===== src/periph_regs_pkg.sv =====
package periph_regs_pkg;

  localparam int OFS_W  = 4;   // register offset bits seen by a peripheral
  localparam int RAM_AW = 8;   // ram word address bits

  // multiplier
  localparam logic [OFS_W-1:0] MULT_A  = 4'd0;
  localparam logic [OFS_W-1:0] MULT_B  = 4'd1;
  localparam logic [OFS_W-1:0] MULT_LO = 4'd2;
  localparam logic [OFS_W-1:0] MULT_HI = 4'd3;

  // divider, a divisor write kicks off the run
  localparam logic [OFS_W-1:0] DIV_DIVIDEND = 4'd0;
  localparam logic [OFS_W-1:0] DIV_DIVISOR  = 4'd1;
  localparam logic [OFS_W-1:0] DIV_STATUS   = 4'd2;  // bit 0 busy
  localparam logic [OFS_W-1:0] DIV_QUOT     = 4'd3;
  localparam logic [OFS_W-1:0] DIV_REM      = 4'd4;

  // uart tx, a data write starts a frame
  localparam logic [OFS_W-1:0] UART_DATA   = 4'd0;
  localparam logic [OFS_W-1:0] UART_STATUS = 4'd1;  // bit 0 busy

  typedef enum logic {DIV_IDLE, DIV_RUN} div_state_e;

  typedef enum logic [1:0] {TX_IDLE, TX_START, TX_DATA, TX_STOP} uart_state_e;

endpackage


===== src/j1_io_pkg.sv =====
package j1_io_pkg;

  // bus geometry of the j1 io port
  localparam int DATA_W = 16;
  localparam int ADDR_W = 16;
  localparam int PAGE_W = 8;   // upper address byte picks the peripheral

  // decoded target of the current bus address
  typedef enum logic [2:0]
  {
    PERIPH_NONE,
    PERIPH_MULT,
    PERIPH_DIV,
    PERIPH_UART,
    PERIPH_RAM
  } periph_e;

  // address map, upper byte only
  localparam logic [PAGE_W-1:0] PAGE_MULT = 8'h67;
  localparam logic [PAGE_W-1:0] PAGE_DIV  = 8'h68;
  localparam logic [PAGE_W-1:0] PAGE_UART = 8'h69;
  localparam logic [PAGE_W-1:0] PAGE_RAM  = 8'h70;

  // read value of an empty page
  // firmware checks for this pattern to find missing hardware
  localparam logic [DATA_W-1:0] UNMAPPED_RD = 16'h0666;

endpackage

===== src/j1_io_top.sv =====
module j1_io_top #(
  parameter int CLKS_PER_BIT = 868   // 100 MHz / 115200
) (
  input  logic                          sys_clk_i,
  input  logic                          arst_n_i,
  input  logic [j1_io_pkg::ADDR_W-1:0]  io_addr_i,
  input  logic [j1_io_pkg::DATA_W-1:0]  io_dout_i,   // cpu write data
  input  logic                          io_rd_i,
  input  logic                          io_wr_i,
  output logic [j1_io_pkg::DATA_W-1:0]  io_din_o,    // cpu read data
  output logic                          uart_tx_o
);

  logic                          mult_sel;
  logic                          div_sel;
  logic                          uart_sel;
  logic                          ram_sel;
  logic [j1_io_pkg::DATA_W-1:0]  mult_rdata;
  logic [j1_io_pkg::DATA_W-1:0]  div_rdata;
  logic [j1_io_pkg::DATA_W-1:0]  uart_rdata;
  logic [j1_io_pkg::DATA_W-1:0]  ram_rdata;
  logic                          div_busy;   // watched by the bound checker

  io_ctrl u_ctrl (
    .sys_clk_i    (sys_clk_i),
    .arst_n_i     (arst_n_i),
    .io_addr_i    (io_addr_i),
    .io_rd_i      (io_rd_i),
    .mult_rdata_i (mult_rdata),
    .div_rdata_i  (div_rdata),
    .uart_rdata_i (uart_rdata),
    .ram_rdata_i  (ram_rdata),
    .mult_sel_o   (mult_sel),
    .div_sel_o    (div_sel),
    .uart_sel_o   (uart_sel),
    .ram_sel_o    (ram_sel),
    .io_din_o     (io_din_o)
  );

  peripheral_mult u_mult (
    .sys_clk_i (sys_clk_i),
    .arst_n_i  (arst_n_i),
    .sel_i     (mult_sel),
    .io_wr_i   (io_wr_i),
    .addr_i    (io_addr_i[periph_regs_pkg::OFS_W-1:0]),
    .wdata_i   (io_dout_i),
    .rdata_o   (mult_rdata)
  );

  peripheral_div u_div (
    .sys_clk_i (sys_clk_i),
    .arst_n_i  (arst_n_i),
    .sel_i     (div_sel),
    .io_wr_i   (io_wr_i),
    .addr_i    (io_addr_i[periph_regs_pkg::OFS_W-1:0]),
    .wdata_i   (io_dout_i),
    .rdata_o   (div_rdata),
    .busy_o    (div_busy)
  );

  peripheral_uart #(
    .CLKS_PER_BIT (CLKS_PER_BIT)
  ) u_uart (
    .sys_clk_i (sys_clk_i),
    .arst_n_i  (arst_n_i),
    .sel_i     (uart_sel),
    .io_wr_i   (io_wr_i),
    .addr_i    (io_addr_i[periph_regs_pkg::OFS_W-1:0]),
    .wdata_i   (io_dout_i),
    .rdata_o   (uart_rdata),
    .uart_tx_o (uart_tx_o)
  );

  io_ram u_ram (
    .sys_clk_i (sys_clk_i),
    .sel_i     (ram_sel),
    .io_wr_i   (io_wr_i),
    .addr_i    (io_addr_i[periph_regs_pkg::RAM_AW-1:0]),   // full low byte
    .wdata_i   (io_dout_i),
    .rdata_o   (ram_rdata)
  );

endmodule


===== src/io_ram.sv =====
module io_ram (
  input  logic                               sys_clk_i,
  input  logic                               sel_i,
  input  logic                               io_wr_i,
  input  logic [periph_regs_pkg::RAM_AW-1:0] addr_i,
  input  logic [j1_io_pkg::DATA_W-1:0]       wdata_i,
  output logic [j1_io_pkg::DATA_W-1:0]       rdata_o
);

  localparam int DEPTH = 2 ** periph_regs_pkg::RAM_AW;  // 256 words

  logic [j1_io_pkg::DATA_W-1:0] mem [DEPTH];   // contents undefined until written

  // single port, bus writes only
  always_ff @(posedge sys_clk_i)
  begin
    if (sel_i && io_wr_i)
      mem[addr_i] <= wdata_i;
  end

  // async read, io_ctrl holds the register stage
  assign rdata_o = mem[addr_i];

endmodule


===== src/peripheral_uart.sv =====
module peripheral_uart #(
  parameter int CLKS_PER_BIT = 868   // sys clocks per serial bit
) (
  input  logic                              sys_clk_i,
  input  logic                              arst_n_i,
  input  logic                              sel_i,
  input  logic                              io_wr_i,
  input  logic [periph_regs_pkg::OFS_W-1:0] addr_i,
  input  logic [j1_io_pkg::DATA_W-1:0]      wdata_i,
  output logic [j1_io_pkg::DATA_W-1:0]      rdata_o,
  output logic                              uart_tx_o
);

  localparam int CNT_W = (CLKS_PER_BIT > 1) ? $clog2(CLKS_PER_BIT) : 1;

  periph_regs_pkg::uart_state_e  state;
  logic [CNT_W-1:0]              baud_cnt;
  logic [2:0]                    bit_idx;    // data bit being sent
  logic [7:0]                    shift_q;    // lsb goes out first
  logic                          tx_q;
  logic                          busy;
  logic                          bit_end;    // last clock of the current bit
  logic                          start_frame;

  assign busy        = (state != periph_regs_pkg::TX_IDLE);
  assign bit_end     = (baud_cnt == CNT_W'(CLKS_PER_BIT-1));
  assign start_frame = sel_i & io_wr_i & !busy & (addr_i == periph_regs_pkg::UART_DATA);
  assign uart_tx_o   = tx_q;

  always_ff @(posedge sys_clk_i or negedge arst_n_i)
  begin
    if (!arst_n_i)
    begin
      state    <= periph_regs_pkg::TX_IDLE;
      baud_cnt <= '0;
      bit_idx  <= '0;
      shift_q  <= '0;
      tx_q     <= 1'b1;                           // line idles high
    end
    else
    begin
      baud_cnt <= (busy && !bit_end) ? baud_cnt + 1'b1 : '0;
      case (state)
        periph_regs_pkg::TX_IDLE:
        begin
          if (start_frame)
          begin
            shift_q <= wdata_i[7:0];
            tx_q    <= 1'b0;                      // start bit
            state   <= periph_regs_pkg::TX_START;
          end
        end
        periph_regs_pkg::TX_START:
        begin
          if (bit_end)
          begin
            tx_q    <= shift_q[0];
            bit_idx <= '0;
            state   <= periph_regs_pkg::TX_DATA;
          end
        end
        periph_regs_pkg::TX_DATA:
        begin
          if (bit_end)
          begin
            shift_q <= shift_q >> 1;
            bit_idx <= bit_idx + 1'b1;
            if (bit_idx == 3'd7)
            begin
              tx_q  <= 1'b1;                      // stop bit
              state <= periph_regs_pkg::TX_STOP;
            end
            else
              tx_q <= shift_q[1];                 // next bit after the shift
          end
        end
        default:                                  // stop
        begin
          if (bit_end)
            state <= periph_regs_pkg::TX_IDLE;    // busy drops here
        end
      endcase
    end
  end

  // data register is write only
  always_comb
  begin
    if (addr_i == periph_regs_pkg::UART_STATUS)
      rdata_o = {{(j1_io_pkg::DATA_W-1){1'b0}}, busy};
    else
      rdata_o = '0;
  end

endmodule


===== src/peripheral_div.sv =====
module peripheral_div (
  input  logic                              sys_clk_i,
  input  logic                              arst_n_i,
  input  logic                              sel_i,
  input  logic                              io_wr_i,
  input  logic [periph_regs_pkg::OFS_W-1:0] addr_i,
  input  logic [j1_io_pkg::DATA_W-1:0]      wdata_i,
  output logic [j1_io_pkg::DATA_W-1:0]      rdata_o,
  output logic                              busy_o
);

  localparam int W = j1_io_pkg::DATA_W;

  periph_regs_pkg::div_state_e  state;
  logic                         wr_en;
  logic [$clog2(W)-1:0]         bit_cnt;     // one quotient bit per cycle
  logic [W-1:0]                 dividend_q;
  logic [W-1:0]                 divisor_q;
  logic [W-1:0]                 quot_q;      // dividend shifts out, quotient shifts in
  logic [W-1:0]                 rem_q;
  logic [W:0]                   trial;       // partial remainder with next dividend bit
  logic [W:0]                   diff;

  assign wr_en  = sel_i & io_wr_i & (state == periph_regs_pkg::DIV_IDLE);  // dropped while busy
  assign busy_o = (state == periph_regs_pkg::DIV_RUN);

  assign trial = {rem_q, quot_q[W-1]};
  assign diff  = trial - {1'b0, divisor_q};  // msb set means it did not fit

  // control
  always_ff @(posedge sys_clk_i or negedge arst_n_i)
  begin
    if (!arst_n_i)
    begin
      state   <= periph_regs_pkg::DIV_IDLE;
      bit_cnt <= '0;
    end
    else if (wr_en && addr_i == periph_regs_pkg::DIV_DIVISOR)
    begin
      state   <= periph_regs_pkg::DIV_RUN;
      bit_cnt <= '0;
    end
    else if (busy_o)
    begin
      bit_cnt <= bit_cnt + 1'b1;
      if (bit_cnt == $clog2(W)'(W-1))
        state <= periph_regs_pkg::DIV_IDLE;  // last step lands with busy falling
    end
  end

  // datapath, restoring shift-subtract
  always_ff @(posedge sys_clk_i)
  begin
    if (wr_en && addr_i == periph_regs_pkg::DIV_DIVIDEND)
      dividend_q <= wdata_i;
    if (wr_en && addr_i == periph_regs_pkg::DIV_DIVISOR)
    begin
      divisor_q <= wdata_i;
      quot_q    <= dividend_q;
      rem_q     <= '0;
    end
    else if (busy_o)
    begin
      if (!diff[W])
      begin
        rem_q  <= diff[W-1:0];           // divisor fits, keep the difference
        quot_q <= {quot_q[W-2:0], 1'b1};
      end
      else
      begin
        rem_q  <= trial[W-1:0];          // restore
        quot_q <= {quot_q[W-2:0], 1'b0};
      end
    end
  end

  // divisor zero always fits, so quotient ends all ones and rem = dividend

  always_comb
  begin
    case (addr_i)
      periph_regs_pkg::DIV_DIVIDEND: rdata_o = dividend_q;
      periph_regs_pkg::DIV_DIVISOR:  rdata_o = divisor_q;
      periph_regs_pkg::DIV_STATUS:   rdata_o = {{(W-1){1'b0}}, busy_o};
      periph_regs_pkg::DIV_QUOT:     rdata_o = quot_q;
      periph_regs_pkg::DIV_REM:      rdata_o = rem_q;
      default:                       rdata_o = '0;
    endcase
  end

endmodule


===== src/peripheral_mult.sv =====
module peripheral_mult (
  input  logic                              sys_clk_i,
  input  logic                              arst_n_i,
  input  logic                              sel_i,
  input  logic                              io_wr_i,
  input  logic [periph_regs_pkg::OFS_W-1:0] addr_i,
  input  logic [j1_io_pkg::DATA_W-1:0]      wdata_i,
  output logic [j1_io_pkg::DATA_W-1:0]      rdata_o
);

  logic                            wr_en;
  logic [j1_io_pkg::DATA_W-1:0]    op_a;
  logic [j1_io_pkg::DATA_W-1:0]    op_b;
  logic [2*j1_io_pkg::DATA_W-1:0]  product;   // full 32 bit result

  assign wr_en = sel_i & io_wr_i;  // only our page

  // operand registers
  always_ff @(posedge sys_clk_i or negedge arst_n_i)
  begin
    if (!arst_n_i)
    begin
      op_a <= '0;
      op_b <= '0;
    end
    else if (wr_en)
    begin
      if (addr_i == periph_regs_pkg::MULT_A)
        op_a <= wdata_i;
      if (addr_i == periph_regs_pkg::MULT_B)
        op_b <= wdata_i;
    end
  end

  // product follows the operands one edge later, every cycle
  always_ff @(posedge sys_clk_i)
  begin
    product <= op_a * op_b;
  end

  always_comb
  begin
    case (addr_i)
      periph_regs_pkg::MULT_LO: rdata_o = product[j1_io_pkg::DATA_W-1:0];
      periph_regs_pkg::MULT_HI: rdata_o = product[2*j1_io_pkg::DATA_W-1:j1_io_pkg::DATA_W];
      default:                  rdata_o = '0;   // operands are write only
    endcase
  end

endmodule


===== src/io_ctrl.sv =====
module io_ctrl (
  input  logic                           sys_clk_i,
  input  logic                           arst_n_i,
  input  logic [j1_io_pkg::ADDR_W-1:0]   io_addr_i,
  input  logic                           io_rd_i,
  input  logic [j1_io_pkg::DATA_W-1:0]   mult_rdata_i,
  input  logic [j1_io_pkg::DATA_W-1:0]   div_rdata_i,
  input  logic [j1_io_pkg::DATA_W-1:0]   uart_rdata_i,
  input  logic [j1_io_pkg::DATA_W-1:0]   ram_rdata_i,
  output logic                           mult_sel_o,
  output logic                           div_sel_o,
  output logic                           uart_sel_o,
  output logic                           ram_sel_o,
  output logic [j1_io_pkg::DATA_W-1:0]   io_din_o
);

  j1_io_pkg::periph_e                periph;   // decoded target
  logic [j1_io_pkg::PAGE_W-1:0]      page;
  logic [j1_io_pkg::DATA_W-1:0]      rd_mux;

  assign page = io_addr_i[j1_io_pkg::ADDR_W-1 -: j1_io_pkg::PAGE_W];

  // page decode
  always_comb
  begin
    case (page)
      j1_io_pkg::PAGE_MULT: periph = j1_io_pkg::PERIPH_MULT;
      j1_io_pkg::PAGE_DIV:  periph = j1_io_pkg::PERIPH_DIV;
      j1_io_pkg::PAGE_UART: periph = j1_io_pkg::PERIPH_UART;
      j1_io_pkg::PAGE_RAM:  periph = j1_io_pkg::PERIPH_RAM;
      default:              periph = j1_io_pkg::PERIPH_NONE;  // hole in the map
    endcase
  end

  // one select per page, never two at once
  assign mult_sel_o = (periph == j1_io_pkg::PERIPH_MULT);
  assign div_sel_o  = (periph == j1_io_pkg::PERIPH_DIV);
  assign uart_sel_o = (periph == j1_io_pkg::PERIPH_UART);
  assign ram_sel_o  = (periph == j1_io_pkg::PERIPH_RAM);

  always_comb
  begin
    case (periph)
      j1_io_pkg::PERIPH_MULT: rd_mux = mult_rdata_i;
      j1_io_pkg::PERIPH_DIV:  rd_mux = div_rdata_i;
      j1_io_pkg::PERIPH_UART: rd_mux = uart_rdata_i;
      j1_io_pkg::PERIPH_RAM:  rd_mux = ram_rdata_i;
      default:                rd_mux = j1_io_pkg::UNMAPPED_RD;
    endcase
  end

  // cpu sees read data one edge after the strobe, held until the next read
  always_ff @(posedge sys_clk_i or negedge arst_n_i)
  begin
    if (!arst_n_i)
      io_din_o <= '0;
    else if (io_rd_i)
      io_din_o <= rd_mux;
  end

endmodule


===== config.mk =====
export PLATFORM = sky130hd
export DESIGN_NAME = j1_io_top
export DESIGN_NICKNAME = d
export VERILOG_FILES = /design/src/periph_regs_pkg.sv /design/src/j1_io_pkg.sv /design/src/j1_io_top.sv /design/src/io_ram.sv /design/src/peripheral_uart.sv /design/src/peripheral_div.sv /design/src/peripheral_mult.sv /design/src/io_ctrl.sv
export SDC_FILE = /design/constraint.sdc
export NUM_CORES = 2
export LEC_CHECK = 0
export BUFFER_PORTS_ARGS = -buffer_cell sky130_fd_sc_hd__clkbuf_2
export CAP_MARGIN = 20
export CELL_PAD_IN_SITES_DETAIL_PLACEMENT = 2
export CELL_PAD_IN_SITES_GLOBAL_PLACEMENT = 2
export CORE_UTILIZATION = 35
export CTS_CLUSTER_DIAMETER = 30
export DETAILED_ROUTE_END_ITERATION = 8
export GPL_ROUTABILITY_DRIVEN = 0
export PLACE_DENSITY_LB_ADDON = 0.1
export REMOVE_ABC_BUFFERS = 1
export SETUP_SLACK_MARGIN = 0.4
export SKIP_CTS_REPAIR_TIMING = 1
export SLEW_MARGIN = 5
export SYNTH_ARGS = -nofsm -noshare
export SYNTH_HDL_FRONTEND = slang
export SYNTH_HIERARCHICAL = 1
export SYNTH_SLANG_ARGS = --single-unit

===== constraint.sdc =====
create_clock -name sys_clk_i -period 18.5 [get_ports sys_clk_i]
set_clock_uncertainty 0.2 [all_clocks]
set_input_delay 0.925 -clock sys_clk_i [delete_from_list [all_inputs] [get_ports sys_clk_i]]
set_output_delay 0.925 -clock sys_clk_i [all_outputs]
set_load 0.01 [all_outputs]

# ---- After elaboration in Yosys (flattened, before gate mapping)
# Memory sizes are Yosys's and may differ from the RTL's.
# Index checks and enable logic that the tools add are counted.
dict set report word_totals {
  ff_bits 173
  latchBits 0
  ramBits 4096
  romBits 0
  inputBits 36
  output_inout_bits 17
  elab_cells 103
  n_memories 1
}
dict set report op_classes {
  addsub 4
  multipliers 1
  div 0
  magnitude_cmp 0
  eq_ne 21
  n_shift 0
  n_mux 34
  bitwise_logic 7
  reduce_logical 20
}
# name words width rd rd_ports_with_merged_regs write_ports line_no
set memory_table {}
lappend memory_table {u_ram.mem 256 16 1 0 1 io_ram.sv:12} ;# logic [j1_io_pkg::DATA_W-1:0] mem [DEPTH];
# operator n
set ops {}
lappend ops {{$pmux W16 S5} 1}
lappend ops {{$pmux W16 S4} 1}
lappend ops {{$mux W16} 3}
lappend ops {{$eq A8 B7 Y1 const B} 4}
lappend ops {{$mul A16 B16 Y32} 1}
lappend ops {{$pmux W16 S2} 1}
lappend ops {{$sub A17 B16 Y17} 1}
lappend ops {{$mux W8} 2}
lappend ops {{$pmux W8 S2} 1}
lappend ops {{$pmux W3 S4} 1}
lappend ops {{$mux W1} 11}
lappend ops {{$add A10 B1 Y10 const B} 1}
lappend ops {{$eq A10 B10 Y1 const B} 1}
lappend ops {{$mux W10} 1}
lappend ops {{$mux W2} 5}
lappend ops {{$reduce_bool A2 Y1} 5}
lappend ops {{$eq A4 B2 Y1 const B} 2}
lappend ops {{$mux W4} 2}
lappend ops {{$ne A2 B1 Y1 const B} 4}
lappend ops {{$and A1 B1 Y1} 6}
lappend ops {{$eq A3 B2 Y1 const B} 2}
lappend ops {{$eq A3 B3 Y1 const B} 2}
lappend ops {{$mux W3} 2}
lappend ops {{$pmux W2 S3} 1}
lappend ops {{20 further kinds} 26}

# ---- Longest topological paths before layout
dict set report logic_depth {
  word_depth 8
  ltp_mapped 23
  depth_no_buf 20
}

# ---- By module
# The synthesis kept the hierarchy.
# module instances cells_each area_each_um2 seq_area_each_um2
set modules_own_cells {}
lappend modules_own_cells {io_ram 1 6688 154760.9 122998.0}
lappend modules_own_cells {peripheral_mult 1 1109 10481.3 1441.4}
lappend modules_own_cells {peripheral_div 1 346 3831.2 1886.8}
lappend modules_own_cells {peripheral_uart 1 133 1443.9 601.8}
lappend modules_own_cells {io_ctrl 1 131 1222.4 400.4}

# ---- Worst setup path after synthesis
# Ideal clock, no wire load.
dict set report synth_timing {
  path_type {register to register}
  start {reg u_mult/op_b[9] in the netlist's numbering}
  end {reg u_mult/product[31] in the netlist's numbering}
  setup_time_ns 0.121
  arrival_time_ns 5.473
  required_ns 18.179
  slack_ns 12.706
  path_stages_with_launch 21
  n_path_buf 2
  synth_period_minus_slack_ns 5.794
  cell_sequence {dfrtp_1 -> clkbuf_1 -> clkbuf_1 -> nand2_1 -> fa_1 -> fa_1 -> inv_1 -> fa_1 -> fa_1 -> fa_1 -> inv_1 -> fa_1 -> inv_1 -> ha_1 -> and4_1 -> nand4_1 -> or3_1 -> o211a_1 -> o21ai_2 -> a31oi_1 -> xnor2_1}
}
dict set report synth_between {
  elab_chain_cells 1
}
# item line_no
set synth_lines {}
lappend synth_lines {{from (decl)} peripheral_mult.sv:13} ;# logic [j1_io_pkg::DATA_W-1:0] op_b;
lappend synth_lines {{from (signal assigned)} peripheral_mult.sv:31} ;# op_b <= wdata_i;
lappend synth_lines {{$mul A16 B16 Y32} peripheral_mult.sv:38} ;# product <= op_a * op_b;
lappend synth_lines {{to (signal assigned)} peripheral_mult.sv:38}
lappend synth_lines {{to (decl)} peripheral_mult.sv:14} ;# logic [2*j1_io_pkg::DATA_W-1:0] product;
# No other way between the ends.
# A chain may end at the register's enable or synchronous reset.

# ---- Final worst setup path
dict set report layout_timing {
  start {reg u_mult/op_a[6] in the netlist's numbering}
  end {reg u_mult/product[26] in the netlist's numbering}
}
dict set report layout_between {
  elab_chain_cells 1
}
# item line_no
set layout_lines {}
lappend layout_lines {{from (decl)} peripheral_mult.sv:12} ;# logic [j1_io_pkg::DATA_W-1:0] op_a;
lappend layout_lines {{from (signal assigned)} peripheral_mult.sv:29} ;# op_a <= wdata_i;
lappend layout_lines {{$mul A16 B16 Y32} peripheral_mult.sv:38}
# No other way between the ends.

==> results.py <==
metrics = {
    "setup_path": {
        "critPathMostFrequentCell": "sky130_fd_sc_hd__fa_1",
        "critical_path.cell_chain": "and2_1 > fa_1 > inv_1 > fa_1 > fa_1 > fa_1 > inv_1 > fa_1 > inv_1 > fa_1 > inv_1 > ha_1 > a21oi_1 > o21a_1 > nor2_1 > nor3b_1 > o31ai_1 > a21boi_0 > xnor2_1",
        "critical_path_peak_fanout": 17,
        "worst-endpoint-arrival_ns": 7.33,
        "worst_r2r_path_depth": 19,
        "worst_setup_path_end_kind": "flip-flop",
        "critical_path.slowest_cell": "sky130_fd_sc_hd__dfrtp_1",
        "critical_path.reg2reg.startpoint": "u_mult/op_a[6]",
        "max_stage_delay_ns": 0.82,
        "reg2reg_slack_ns": 11.98,
        "start_kind": "flip-flop",
        "rr_endpoint": "u_mult/product[26]",
        "setup.worst_path.class": "reg -> reg",
        "critical_path_required_ns": 19.31,
    },
    "route": {
        "dr_total_vias": 92525,
        "drt-total-wl_um": 579000,
        "drcViolationCount": 0,
        "final_antenna_net_count": 0,
        "wl_per_cell_um": 34.5,
        "post_drt_via_cell_ratio": 5.52,
        "detailed_router_s_first_iteration_violation_count": 8375,
        "drt_pass1_iterations": 7,
    },
    "grt": {
        "global_route.usage.met3_pct": 4.68,
        "top_usage_layer": "met2",
        "antenna_violations_before_repair": 43,
        "met2_resource_use_gr_pct": 38.7,
        "first_global_vias": 102350,
        "first_pass_grt_wire_length_um": 811000,
        "met1_usage_pct": 31.2,
        "grt-ovfl-total": 0,
        "grtUsageTotal_pct": 23.6,
        "grt_max_degree": 168,
    },
    "logic_synthesis": {
        "synth_warnings": 6,
        "synthesis.instances": 8407,
        "synth.distinct_cells": 87,
        "synthArstFlopShare_pct": 1.80,
        "synth_edf_count": 4144,
        "syn_area_per_cell_um2": 20.4,
        "portion_of_the_post_synthesis_area_used_by_sequential_elements_pct": 74.1,
        "synth-main-ff-cell": "sky130_fd_sc_hd__edfxtp_1",
        "synth_area_mm2": 0.172,
        "yosys_register_bits": 4269,
    },
    "sta": {
        "max_clock_freq_mhz": 153,
        "setup_violations": 0,
        "timing.max_slew.rel_slack_pct": -0.388,
        "worst_pin_slew_ns": 1.51,
        "final_clock_period_utilization_by_the_worst_path_pct": 35.2,
        "setup_repair_after_global_routing_missed_its_margin": "false",
        "finalSetupTns_ns": 0,
        "timing.final.crit_period_ns": 6.52,
        "hold_viol_final": 0,
        "setup_slack_ns": 11.98,
        "worst_hold_slack_ns": 0.0324,
        "final-max-slew-violation-count": 6,
    },
    "final_layout": {
        "layout_commonest_cell": "sky130_fd_sc_hd__edfxtp_1",
        "flow.area_growth_from_synthesis_pct": 26.8,
        "final_core_util_pct": 44.7,
        "largest_register": "u_ram/mem",
        "largest_reg_flops": 4096,
        "finalNetCount": 9874,
        "mostFrequentLayoutCells": "4,144 x sky130_fd_sc_hd__edfxtp_1, 1,136 x sky130_fd_sc_hd__clkbuf_16, 1,024 x sky130_fd_sc_hd__mux4_2",
        "largestRegisters": "u_ram/mem x4096, u_mult/product x32",
        "post_route_cells_drive_above_1_share_pct": 32.3,
        "final.fill_count": 43651,
    },
    "pwr": {
        "fin_total_pwr_mw": 29.8,
        "vdd_ir_drop_max_v": 0.000114,
        "power_density_mw_per_mm2": 137,
        "total_leakage_power_nw": 73.0,
    },
    "die": {
        "floorplan.die_area_mm2": 0.493,
        "initial_core_util_pct": 35.3,
        "rows": 256,
        "floorplan.core_area_mm2": 0.487,
        "dieHeight_um": 702,
        "die_width_um": 702,
        "io_pins": 53,
    },
    "cts": {
        "cts_tree": "yes",
        "clkTransAtPathRegs_ns": 0.04,
        "cts_inserted_buffers": 1104,
        "htreeDepth": 7,
        "clock_sink_count": 4269,
        "root_buffer": "sky130_fd_sc_hd__clkbuf_16",
        "cts_buffer_depth": 5,
        "insertion_delay_ns": 1.17,
    },
    "placement": {
        "buffer_ports.inserted": 52,
        "place_worst_setup_slack_ns": 11.32,
        "dp.final_hpwl_um": 337000,
    },
    "outcome": {
        "violated_checks": "max-slew violations",
        "status": "finished, violations left",
    },
    "hold_path": {
        "min_delay_path_depth": 1,
        "worstHoldPathType": "in -> reg",
        "hold_start": "io_dout_i[8]",
        "hold_path_endpoint": "u_ram/mem[35][8]",
    },
    "run": {
        "drv_cap": 0,
    },
}
==> where the power goes <==
part	switching, mW	total, mW	internal, mW	leakage [nW]
logic	0.722	1.08	0.358	17.5
registers	0.0228	10.7	10.7	38.6
clock network	5.56	18.0	12.5	16.9
==> cell usage after synthesis (5+ instances only) <==
cell                        count  area share, %
sky130_fd_sc_hd__o311ai_1       9          0.046
sky130_fd_sc_hd__nor2_1       315           0.69
sky130_fd_sc_hd__inv_1        253           0.55
sky130_fd_sc_hd__a211oi_1       8          0.035
sky130_fd_sc_hd__and4_1         5          0.025
sky130_fd_sc_hd__o21ai_0       26          0.076
sky130_fd_sc_hd__dfxtp_1       48           0.56
sky130_fd_sc_hd__buf_1         33          0.072
sky130_fd_sc_hd__a21oi_1      307           0.89
sky130_fd_sc_hd__and3_1         6          0.022
sky130_fd_sc_hd__a21o_1        22          0.096
sky130_fd_sc_hd__o41ai_1       64           0.33
sky130_fd_sc_hd__a222oi_1      21           0.12
sky130_fd_sc_hd__xor2_1        26           0.13
sky130_fd_sc_hd__o21a_1         6          0.026
sky130_fd_sc_hd__nand2b_1       9          0.033
sky130_fd_sc_hd__xnor2_1       24           0.12
sky130_fd_sc_hd__mux2_2        63           0.41
sky130_fd_sc_hd__buf_6          5          0.033
sky130_fd_sc_hd__fa_1         195            2.3
sky130_fd_sc_hd__nor3b_1        9          0.039
sky130_fd_sc_hd__mux2i_1       12          0.070
sky130_fd_sc_hd__a22o_1        18          0.092
sky130_fd_sc_hd__edfxtp_1    4144             72
sky130_fd_sc_hd__nand2_1      259           0.57
sky130_fd_sc_hd__clkbuf_1     331           0.72
sky130_fd_sc_hd__and2_1       122           0.44
sky130_fd_sc_hd__ha_1         128           0.93
sky130_fd_sc_hd__a2bb2oi_1      9          0.046
sky130_fd_sc_hd__o22a_1         8          0.041
sky130_fd_sc_hd__a22oi_1      513            2.2
sky130_fd_sc_hd__nor3_1         8          0.023
sky130_fd_sc_hd__mux4_2      1024             13
sky130_fd_sc_hd__nand3_1       24          0.070
sky130_fd_sc_hd__a31oi_1        6          0.022
sky130_fd_sc_hd__mux2_4         7          0.061
sky130_fd_sc_hd__buf_2        105           0.31
sky130_fd_sc_hd__nand4_1       29           0.11
sky130_fd_sc_hd__o31ai_1        7          0.031
sky130_fd_sc_hd__dfrtp_1       76            1.1
sky130_fd_sc_hd__nor2b_1       21          0.076
sky130_fd_sc_hd__buf_4         30           0.13
==> worst max path at each step <==
stage	start	to	slack, ns	depth (start not counted)
final	u_mult/op_a[6]	u_mult/product[26]	11.98	19
after global routing	u_mult/op_a[7]	u_mult/product[29]	11.60	19
after CTS	u_mult/op_a[8]	u_mult/product[29]	11.93	18
after detailed placement	io_addr_i[1]	u_ctrl/io_din_o[13]	11.32	12
after global placement	io_addr_i[1]	u_ctrl/io_din_o[0]	11.15	12
after floorplan	io_addr_i[3]	u_ram/mem[167][0]	4.41	3
==> critical path: cells and delay by family, from the launching register on <==
family	cells	cell delay, ns
AO/OA/AOI/OAI	4	0.91
adder cells (fa/ha/maj)	7	3.24
AND/OR/NAND/NOR	3	0.82
XOR/XNOR	1	0.16
flip-flops	1	0.82
buffers and inverters	4	0.29
==> kinds of logic (layout without fill, tap and decap cells) <==
family,after synthesis,after routing,synth area share [%]
AND/OR/NAND/NOR,830,830,2.23
multiplexers,1106,1106,14.0
XOR/XNOR,50,50,0.255
other,1,45,0.00218
flip-flops,4269,4269,74.1
AO/OA/AOI/OAI,1071,1071,4.37
adder cells (fa/ha/maj),323,323,3.21
buffers and inverters,757,2615,1.82
==> through the flow <==
step,instance area [um2],cells
after floorplan,170000,7917
after global placement,182000,14823
after detailed placement,183000,14851
after CTS,218000,16721
after global routing,218000,16733
final,218000,16759
==> area by class of cell <==
cell class / instances / area [um2] / area share, %
Sequential cell: 4269 / 127000 / 58.5
Multi-Input combinational cell: 3395 / 42300 / 19.4
Clock buffer: 1304 / 29100 / 13.4
Tap cell: 6450 / 8070 / 3.71
Clock inverter: 566 / 5630 / 2.59
Timing Repair Buffer: 492 / 4250 / 1.95
Inverter: 253 / 950 / 0.436
Antenna cell: 30 / 75.1 / 0.0345
==> routing by layer <==
metal	vias to the layer above	routed length, um
met1	51263	244000
li1	37243	-
met4	8	17900
met2	3017	285000
met5	-	51
met3	994	32400
Note: power is estimated with default switching activity, not from simulation.
